$ cat src/codecPkg.sv
// --------------------------------------------------------------------------
// Codec framing constants
// Sample width and bit-slot layout of one codec frame with left before right
// --------------------------------------------------------------------------
`default_nettype none

package codecPkg;

    // ----------------------------------------------------------------------
    // Sample words
    // ----------------------------------------------------------------------

    // One audio sample, DAC and ADC alike
    parameter int SampleWidth = 16;

    // ----------------------------------------------------------------------
    // Frame layout
    // ----------------------------------------------------------------------

    // Data slots per frame
    // Slots 0..15 carry left and slots 16..31 carry right
    // Each word goes MSB first
    parameter int FrameSlots = 2 * SampleWidth;

    // Width of the slot index seen by the data blocks
    // Index value FrameSlots marks the idle tail of the frame
    parameter int SlotIndexWidth = $clog2(FrameSlots) + 1;

endpackage : codecPkg

`default_nettype wire

$ cat src/mixPkg.sv
// --------------------------------------------------------------------------
// Mixer definitions
// Mix mode encoding and the per-cycle weights of the pulse sources
// --------------------------------------------------------------------------
`default_nettype none

package mixPkg;

    // ----------------------------------------------------------------------
    // Mix modes
    // ----------------------------------------------------------------------

    // Mono sums all sources into both channels
    // Stereo splits the timer channels between left and right
    // Pcm bypasses the integrator with direct sample words
    typedef enum logic [1:0] {
        MixMono   = 2'd0,
        MixStereo = 2'd1,
        MixPcm    = 2'd2
    } MixMode;

    // ----------------------------------------------------------------------
    // Source weights added once per bit clock while a source is high
    // ----------------------------------------------------------------------

    parameter int TimerWeight  = 16;
    parameter int BeeperWeight = 32;
    parameter int TapeWeight   = 8;

    // Ceiling of a mixed sample is the largest positive 16-bit word
    parameter int SampleMax = 32767;

endpackage : mixPkg

`default_nettype wire

$ cat src/frameTimer.sv
// --------------------------------------------------------------------------
// Codec frame timer
// Counts bit clocks per frame, makes the frame strobe and the slot index
// --------------------------------------------------------------------------
`default_nettype none

module frameTimer
    import codecPkg::*;
#(
    parameter int BitsPerFrame = 250
) (
    input  wire                      LRCK_1X,
    input  wire                      iRST_N,
    output logic                     frameStrobe,
    output logic [SlotIndexWidth-1:0] bitIndex
);

    // Counter wide enough for BitsPerFrame-1
    localparam int CountWidth = $clog2(BitsPerFrame);

    localparam logic [CountWidth-1:0] LastSlot = CountWidth'(BitsPerFrame - 1);
    localparam logic [CountWidth-1:0] PreLast  = CountWidth'(BitsPerFrame - 2);

    logic [CountWidth-1:0] slotCount;

    // ----------------------------------------------------------------------
    // Slot counter and strobe
    // ----------------------------------------------------------------------

    always_ff @(posedge LRCK_1X) begin
        if (!iRST_N) begin
            slotCount   <= '0;
            frameStrobe <= 1'b0;
        end else begin
            // Wrap at the end of the frame
            if (slotCount == LastSlot) begin
                slotCount <= '0;
            end else begin
                slotCount <= slotCount + 1'b1;
            end
            // Strobe lines up with the last slot of the frame
            frameStrobe <= (slotCount == PreLast);
        end
    end

    // ----------------------------------------------------------------------
    // Slot index
    // ----------------------------------------------------------------------

    // Follows the counter over the data slots, then parks at FrameSlots
    always_comb begin
        if (slotCount < CountWidth'(FrameSlots)) begin
            bitIndex = slotCount[SlotIndexWidth-1:0];
        end else begin
            bitIndex = SlotIndexWidth'(FrameSlots);
        end
    end

endmodule : frameTimer

`default_nettype wire

$ cat src/pulseMixer.sv
// --------------------------------------------------------------------------
// Pulse mixer
// Integrates timer, beeper and tape pulses over a frame into two samples,
// or passes PCM words straight through
// --------------------------------------------------------------------------
`default_nettype none

module pulseMixer
    import codecPkg::*;
    import mixPkg::*;
#(
    parameter int BitsPerFrame = 250
) (
    input  wire                    LRCK_1X,
    input  wire                    iRST_N,
    input  wire                    frameStrobe,
    input  wire MixMode            mixMode,
    input  wire  [2:0]             timerOut,
    input  wire                    beeper,
    input  wire                    tapeOut,
    input  wire  [SampleWidth-1:0] pcmL,
    input  wire  [SampleWidth-1:0] pcmR,
    output logic [SampleWidth-1:0] sampleL,
    output logic [SampleWidth-1:0] sampleR
);

    // Largest per-cycle level with all five sources high
    localparam int LevelMax   = 3 * TimerWeight + BeeperWeight + TapeWeight;
    localparam int LevelWidth = $clog2(LevelMax + 1);
    // Accumulator holds a full frame of the largest level
    localparam int AccWidth   = $clog2(LevelMax * BitsPerFrame + 1);

    localparam logic [LevelWidth-1:0] TimerLevel  = LevelWidth'(TimerWeight);
    localparam logic [LevelWidth-1:0] BeeperLevel = LevelWidth'(BeeperWeight);
    localparam logic [LevelWidth-1:0] TapeLevel   = LevelWidth'(TapeWeight);

    logic [LevelWidth-1:0] levelL;
    logic [LevelWidth-1:0] levelR;
    logic [AccWidth-1:0]   accL;
    logic [AccWidth-1:0]   accR;
    logic [AccWidth-1:0]   sumL;
    logic [AccWidth-1:0]   sumR;

    // Clamp a frame sum to the sample ceiling
    function automatic logic [SampleWidth-1:0] saturate(input logic [AccWidth-1:0] sum);
        if (32'(sum) > 32'(SampleMax)) begin
            return SampleWidth'(SampleMax);
        end
        return SampleWidth'(sum);
    endfunction

    // ----------------------------------------------------------------------
    // Per-cycle channel levels
    // ----------------------------------------------------------------------

    always_comb begin
        if (mixMode == MixStereo) begin
            // Left gets timers 0 and 1 plus beeper
            levelL = (timerOut[0] ? TimerLevel : '0)
                   + (timerOut[1] ? TimerLevel : '0)
                   + (beeper ? BeeperLevel : '0);
            // Right gets timers 1 and 2 plus tape
            levelR = (timerOut[1] ? TimerLevel : '0)
                   + (timerOut[2] ? TimerLevel : '0)
                   + (tapeOut ? TapeLevel : '0);
        end else begin
            // Mono puts all sources into both channels
            levelL = (timerOut[0] ? TimerLevel : '0)
                   + (timerOut[1] ? TimerLevel : '0)
                   + (timerOut[2] ? TimerLevel : '0)
                   + (beeper ? BeeperLevel : '0)
                   + (tapeOut ? TapeLevel : '0);
            levelR = levelL;
        end
    end

    // Running sum including this cycle
    assign sumL = accL + AccWidth'(levelL);
    assign sumR = accR + AccWidth'(levelR);

    // ----------------------------------------------------------------------
    // Frame integrator and sample registers
    // ----------------------------------------------------------------------

    always_ff @(posedge LRCK_1X) begin
        if (!iRST_N) begin
            accL    <= '0;
            accR    <= '0;
            sampleL <= '0;
            sampleR <= '0;
        end else if (frameStrobe) begin
            // Close the frame and start a fresh sum
            accL <= '0;
            accR <= '0;
            if (mixMode == MixPcm) begin
                sampleL <= pcmL;
                sampleR <= pcmR;
            end else begin
                sampleL <= saturate(sumL);
                sampleR <= saturate(sumR);
            end
        end else begin
            accL <= sumL;
            accR <= sumR;
        end
    end

endmodule : pulseMixer

`default_nettype wire

$ cat src/sampleSerializer.sv
// --------------------------------------------------------------------------
// Sample serializer
// Latches a left/right pair each frame and shifts it to the DAC MSB first
// --------------------------------------------------------------------------
`default_nettype none

module sampleSerializer
    import codecPkg::*;
(
    input  wire                      LRCK_1X,
    input  wire                      iRST_N,
    input  wire                      frameStrobe,
    input  wire  [SlotIndexWidth-1:0] bitIndex,
    input  wire  [SampleWidth-1:0]    sampleL,
    input  wire  [SampleWidth-1:0]    sampleR,
    output logic                     audData
);

    // Bit position inside the frame register
    localparam int PosWidth = $clog2(FrameSlots);

    logic [FrameSlots-1:0] frameReg;
    logic [PosWidth-1:0]   bitPos;

    // ----------------------------------------------------------------------
    // Frame register
    // ----------------------------------------------------------------------

    // Left in the upper half so it leaves first
    always_ff @(posedge LRCK_1X) begin
        if (!iRST_N) begin
            frameReg <= '0;
        end else if (frameStrobe) begin
            frameReg <= {sampleL, sampleR};
        end
    end

    // ----------------------------------------------------------------------
    // Bit select
    // ----------------------------------------------------------------------

    // Slot i carries frame bit 31-i
    assign bitPos = PosWidth'(FrameSlots - 1) - bitIndex[PosWidth-1:0];

    // Line idles low past the data slots
    always_comb begin
        if (bitIndex < SlotIndexWidth'(FrameSlots)) begin
            audData = frameReg[bitPos];
        end else begin
            audData = 1'b0;
        end
    end

endmodule : sampleSerializer

`default_nettype wire

$ cat src/sampleDeserializer.sv
// --------------------------------------------------------------------------
// Sample deserializer
// Captures the codec ADC stream into left and right line-in words
// --------------------------------------------------------------------------
`default_nettype none

module sampleDeserializer
    import codecPkg::*;
(
    input  wire                      LRCK_1X,
    input  wire                      iRST_N,
    input  wire                      frameStrobe,
    input  wire  [SlotIndexWidth-1:0] bitIndex,
    input  wire                      audAdcData,
    output logic [SampleWidth-1:0]    lineInL,
    output logic [SampleWidth-1:0]    lineInR,
    output logic                     lineValid
);

    localparam int PosWidth = $clog2(FrameSlots);

    logic [FrameSlots-1:0] captureReg;
    logic [PosWidth-1:0]   bitPos;
    logic                  inSlot;

    // Same slot-to-bit mapping as the DAC side
    assign bitPos = PosWidth'(FrameSlots - 1) - bitIndex[PosWidth-1:0];
    assign inSlot = (bitIndex < SlotIndexWidth'(FrameSlots));

    // ----------------------------------------------------------------------
    // Capture
    // ----------------------------------------------------------------------

    // Each slot writes its own bit
    // A lost slot leaves only that bit stale
    always_ff @(posedge LRCK_1X) begin
        if (inSlot) begin
            captureReg[bitPos] <= audAdcData;
        end
    end

    // ----------------------------------------------------------------------
    // Publish
    // ----------------------------------------------------------------------

    // Both channels move out together at the frame strobe
    always_ff @(posedge LRCK_1X) begin
        if (!iRST_N) begin
            lineInL   <= '0;
            lineInR   <= '0;
            lineValid <= 1'b0;
        end else begin
            lineValid <= frameStrobe;
            if (frameStrobe) begin
                // Upper half is left
                lineInL <= captureReg[FrameSlots-1 -: SampleWidth];
                lineInR <= captureReg[SampleWidth-1:0];
            end
        end
    end

endmodule : sampleDeserializer

`default_nettype wire

$ cat src/vectorAudio.sv
// --------------------------------------------------------------------------
// Audio path top level
// Frame timer, pulse mixer and the codec serial links on one bit clock
// --------------------------------------------------------------------------
`default_nettype none

module vectorAudio
    import codecPkg::*;
    import mixPkg::*;
#(
    parameter int BitsPerFrame = 250
) (
    // Codec bit clock and reset
    input  wire                    LRCK_1X,
    input  wire                    iRST_N,
    // Sound sources
    input  wire MixMode            mixMode,
    input  wire  [2:0]             timerOut,
    input  wire                    beeper,
    input  wire                    tapeOut,
    input  wire  [SampleWidth-1:0] pcmL,
    input  wire  [SampleWidth-1:0] pcmR,
    // Codec serial side
    input  wire                    audAdcData,
    output logic                   audLrck,
    output logic                   audData,
    // Line-in samples
    output logic [SampleWidth-1:0] lineInL,
    output logic [SampleWidth-1:0] lineInR,
    output logic                   lineValid
);

    logic                      frameStrobe;
    logic [SlotIndexWidth-1:0] bitIndex;
    logic [SampleWidth-1:0]    sampleL;
    logic [SampleWidth-1:0]    sampleR;

    // Frame strobe doubles as the codec word clock
    assign audLrck = frameStrobe;

    // ----------------------------------------------------------------------
    // Frame timing
    // ----------------------------------------------------------------------

    frameTimer #(
        .BitsPerFrame (BitsPerFrame)
    ) i_frameTimer (
        .LRCK_1X     (LRCK_1X),
        .iRST_N      (iRST_N),
        .frameStrobe (frameStrobe),
        .bitIndex    (bitIndex)
    );

    // ----------------------------------------------------------------------
    // DAC path
    // ----------------------------------------------------------------------

    pulseMixer #(
        .BitsPerFrame (BitsPerFrame)
    ) i_pulseMixer (
        .LRCK_1X     (LRCK_1X),
        .iRST_N      (iRST_N),
        .frameStrobe (frameStrobe),
        .mixMode     (mixMode),
        .timerOut    (timerOut),
        .beeper      (beeper),
        .tapeOut     (tapeOut),
        .pcmL        (pcmL),
        .pcmR        (pcmR),
        .sampleL     (sampleL),
        .sampleR     (sampleR)
    );

    sampleSerializer i_sampleSerializer (
        .LRCK_1X     (LRCK_1X),
        .iRST_N      (iRST_N),
        .frameStrobe (frameStrobe),
        .bitIndex    (bitIndex),
        .sampleL     (sampleL),
        .sampleR     (sampleR),
        .audData     (audData)
    );

    // ----------------------------------------------------------------------
    // ADC path
    // ----------------------------------------------------------------------

    sampleDeserializer i_sampleDeserializer (
        .LRCK_1X     (LRCK_1X),
        .iRST_N      (iRST_N),
        .frameStrobe (frameStrobe),
        .bitIndex    (bitIndex),
        .audAdcData  (audAdcData),
        .lineInL     (lineInL),
        .lineInR     (lineInR),
        .lineValid   (lineValid)
    );

endmodule : vectorAudio

`default_nettype wire

$ cat config.mk
export PLATFORM = sky130hd
export DESIGN_NAME = vectorAudio
export DESIGN_NICKNAME = d
export VERILOG_FILES = /design/src/codecPkg.sv /design/src/mixPkg.sv /design/src/frameTimer.sv /design/src/pulseMixer.sv /design/src/sampleSerializer.sv /design/src/sampleDeserializer.sv /design/src/vectorAudio.sv
export SDC_FILE = /design/constraint.sdc
export NUM_CORES = 1
export LEC_CHECK = 0
export ABC_AREA = 1
export BUFFER_PORTS_ARGS = -buffer_cell sky130_fd_sc_hd__buf_4
export CAP_MARGIN = 20
export CORE_MARGIN = 4
export CORE_UTILIZATION = 60
export CTS_BUF_LIST = sky130_fd_sc_hd__clkbuf_2
export DETAILED_ROUTE_END_ITERATION = 10
export HOLD_SLACK_MARGIN = 0.06
export PLACE_DENSITY = 0.86
export SYNTH_ARGS = -nofsm -noshare
export SYNTH_HDL_FRONTEND = slang
export SYNTH_SLANG_ARGS = --single-unit
$ cat constraint.sdc
create_clock -name LRCK_1X -period 3.7 [get_ports LRCK_1X]
set_clock_uncertainty 0.15 [all_clocks]
set_input_delay 0.37 -clock LRCK_1X [delete_from_list [all_inputs] [get_ports LRCK_1X]]
set_output_delay 0.37 -clock LRCK_1X [all_outputs]
set_load 0.01 [all_outputs]
==> flow_metrics.env <==
export IMPL_drt_initial_drc_count=427
export IMPL_p_leak_nw=3.21
export IMPL_hold_class="in -> reg"
export IMPL_dpl_worst_slack_ns=0.285
export IMPL_fmax_ghz=0.332
export IMPL_grt_pass1_vias=5590
export IMPL_crit_type="reg -> out"
export IMPL_die_x_um=113
export IMPL_synthesis_nets=816
export IMPL_dpl_hpwl_um=10300
export IMPL_clk_pin_slew_ns=0.21
export IMPL_crit_start="i_frameTimer.slotCount[7]"
export IMPL_grt_pass1_wl_um=25600
export IMPL_power_w=0.00332
export IMPL_initial_core_util_pct=61.4
export IMPL_synthFlopType="dfxtp_1"
export IMPL_post_cts_setup_buffers=0
export IMPL_drive_above_1_share_pct=16.1
export IMPL_slew_violations=0
export IMPL_cp_slowest_stage_delay_ns=0.42
export IMPL_syn_inst=756
export IMPL_worst_slack_ns=0.692
export IMPL_synth_edf_count=32
export IMPL_ys_seq_area_share_pct=53.6
export IMPL_clkLatencyLatePin_ns=0.72
export IMPL_peakVddDrop_v=0.000260
export IMPL_overflow=0
export IMPL_relSlewSlack_pct=29.7
export IMPL_dieArea_sq_mm=0.0128
export IMPL_vias=5560
export IMPL_outcome="completed"
export IMPL_slowest_stage="dfxtp_1"
export IMPL_setup_viol=0
export IMPL_syn_area_per_cell_sq_um=8.80
export IMPL_cts_tree="done"
export IMPL_die_y_um=113
export IMPL_synth_seq_cells=162
export IMPL_grt_max_degree=67
export IMPL_cp_num_buf_inv=1
export IMPL_htree_levels=4
export IMPL_wire_per_inst_um=15.1
export IMPL_top_usage_layer="met2"
export IMPL_place_congestion=0.912
export IMPL_yosysWarnings=0
export IMPL_hold_start="mixMode[0]"
export IMPL_end_kind="output port"
export IMPL_clock_path_buffers=2
export IMPL_crit_chain="nor2_8, nand3_2, nand2_2, nor2_1, nor2_1, nand2_1, nand3_1, nand3_1, nand2_1, buf_4"
export IMPL_antenna_found_initial=0
export IMPL_cts_buffers=17
export IMPL_fin_setup_tns_ns=0
export IMPL_detail_route_antenna_nets=0
export IMPL_cts_hold_fix_buffers=38
export IMPL_netlist_area_sq_mm=0.00665
export IMPL_synthDistinctLibCells=41
export IMPL_io_buffers=76
export IMPL_startpoint_type="flop"
export IMPL_crit_required_ns=3.18
export IMPL_period_minus_slack_ns=3.01
export IMPL_cts_sinks=162
export IMPL_async_flop_share_pct=0
export IMPL_final_util_pct=73.1
export IMPL_num_rows=38
export IMPL_grtUsageTotal_pct=25.0
export IMPL_syn2layout_area_growth_pct=19.1
export IMPL_worst_path_dominant_cell_family="simple AND/OR/NAND/NOR gates"
export IMPL_finalHoldViolCount=0
export IMPL_rsz0062_at_grt="false"
export IMPL_finalCritPeriodShare_pct=81.3
export IMPL_grt_use_met2_pct=44.2
export IMPL_crit_arrival_ns=2.49
export IMPL_r2r_start="i_frameTimer.frameStrobe"
export IMPL_drt_drc_violations_left=0
export IMPL_wirelength_um=15300
export IMPL_dr_pass1_iters=5
export IMPL_use_met1_pct=29.3
export IMPL_ctsRootBufferMaster="clkbuf_2"
export IMPL_ctsResizeCount=0
export IMPL_ioPinCount=77
export IMPL_tightest_slew_ns=1.05
export IMPL_met3_usage_pct=5.13
export IMPL_finalNetCount=921
export IMPL_worst_path_max_fanout=13
export IMPL_maxCapViolations=0
export IMPL_power_density_mw_per_mm2=419
export IMPL_core_sq_mm=0.0108
export IMPL_n_antenna_cell=0
export IMPL_viasPerCell=5.48
-- flip-flops by register name, indices dropped and copies added (netlist names) --
name / count
i_frameTimer.frameStrobe: 1
i_frameTimer.slotCount: 8
i_pulseMixer.accL: 12
i_pulseMixer.accR: 12
i_pulseMixer.sampleL: 16
i_pulseMixer.sampleR: 16
i_sampleDeserializer.captureReg: 32
i_sampleDeserializer.lineInL: 16
i_sampleDeserializer.lineInR: 16
i_sampleDeserializer.lineValid: 1
i_sampleSerializer.frameReg: 32
-- synthesized netlist by cell type (4+ instances only) --
cell type / number / share of area (%)
clkbuf_1: 15 / 0.85
nand2_1: 114 / 6.4
o221ai_1: 11 / 1.4
buf_2: 9 / 0.68
o211ai_1: 6 / 0.68
a22o_1: 33 / 4.3
a21oi_1: 10 / 0.75
nor3_1: 5 / 0.38
xor2_1: 9 / 1.2
xnor2_1: 5 / 0.66
ha_1: 15 / 2.8
nor2_2: 4 / 0.38
nor2_1: 111 / 6.3
o22ai_1: 7 / 0.66
o21ai_0: 22 / 1.7
dfxtp_1: 130 / 39
nand3_1: 56 / 4.2
inv_1: 81 / 4.6
o21bai_1: 4 / 0.45
nand4_1: 6 / 0.56
edfxtp_1: 32 / 14
inv_2: 11 / 0.62
o21ai_1: 30 / 2.3
-- cell type report --
| class | count | area [sq um] |
|---|---|---|
| repair buffers | 117 | 986 |
| flip-flops and latches | 162 | 3560 |
| clock inverters | 9 | 136 |
| fillers | 765 | 2920 |
| multi-input cells | 471 | 2600 |
| well taps | 140 | 175 |
| clock buffers | 23 | 115 |
| inverters | 92 | 345 |
-- cell families after synthesis --
kind of cell,Yosys count,share of synthesized area [%]
AND/OR/NAND/NOR,314,20.9
flip-flops,162,53.6
AO/OA/AOI/OAI,125,12.5
XOR/XNOR,14,1.84
adder cells (fa/ha/maj),18,3.72
buffers and inverters,123,7.45
-- tightest hold or removal path, cell delays in order --
cell	delay, ns
buf_4	0.11
inv_1	0.07
nor2_1	0.09
nor2_1	0.10
ha_1	0.12
inv_1	0.05
nor2_1	0.10
-- placed cells by master (no fill, tap or decap), types with 6 or more instances in the layout --
cell           Yosys  routed
inv_1             81      81
edfxtp_1          32      32
a22o_1            33      33
o21ai_1           30      30
clkbuf_2           0      23
nor2_1           111     110
nand4_1            6       6
nand3_1           56      56
o22ai_1            7       7
ha_1              15      15
o21ai_0           22      22
dfxtp_1          130     130
o211ai_1           6       6
a21oi_1           10      10
nand2_1          114     114
dlygate4sd3_1      0      38
o221ai_1          11      11
xor2_1             9       9
inv_2             11      11
buf_4              2      78
-- metrics by stage --
| step | hold WS, ns | cell area (sq um) | std cells |
|---|---|---|---|
| 6_report | 0.176 | 7920 | 1014 |
| 4_1_cts | 0.0945 | 7900 | 1013 |
| 3_5_place_dp | 0.297 | 7270 | 943 |
| 5_1_grt | 0.150 | 7920 | 1014 |
| 2_1_floorplan | 0.279 | 6650 | 756 |
| 3_3_place_gp | 0.291 | 7270 | 943 |
-- worst paths after layout --
check / endpoint / cells past startpoint / slack [ns]
setup / recovery: audData / 10 / 0.69
hold / removal: i_pulseMixer.accL[3] / 7 / 0.18
setup reg to reg: i_pulseMixer.sampleR[3] / 7 / 1.36
hold reg to reg: i_sampleSerializer.frameReg[29] / 2 / 0.31
-- layer usage --
| layer | vias to the layer above | share of wire [%] |
|---|---|---|
| li1 | 2715 | - |
| met1 | 2640 | 42 |
| met2 | 170 | 51 |
| met3 | 35 | 4.2 |
| met4 | 0 | 2.7 |
| met5 | - | 0 |
-- report_power, final --
part	leakage [nW]	switching, W	internal, W	total, W
sequential	1.34	0.0000298	0.00185	0.00188
clock	0.154	0.000589	0.000395	0.000984
combinational	1.72	0.000278	0.000179	0.000457
total	3.21	0.000897	0.00242	0.00332
No activity file was read; power rests on OpenSTA's default activity.
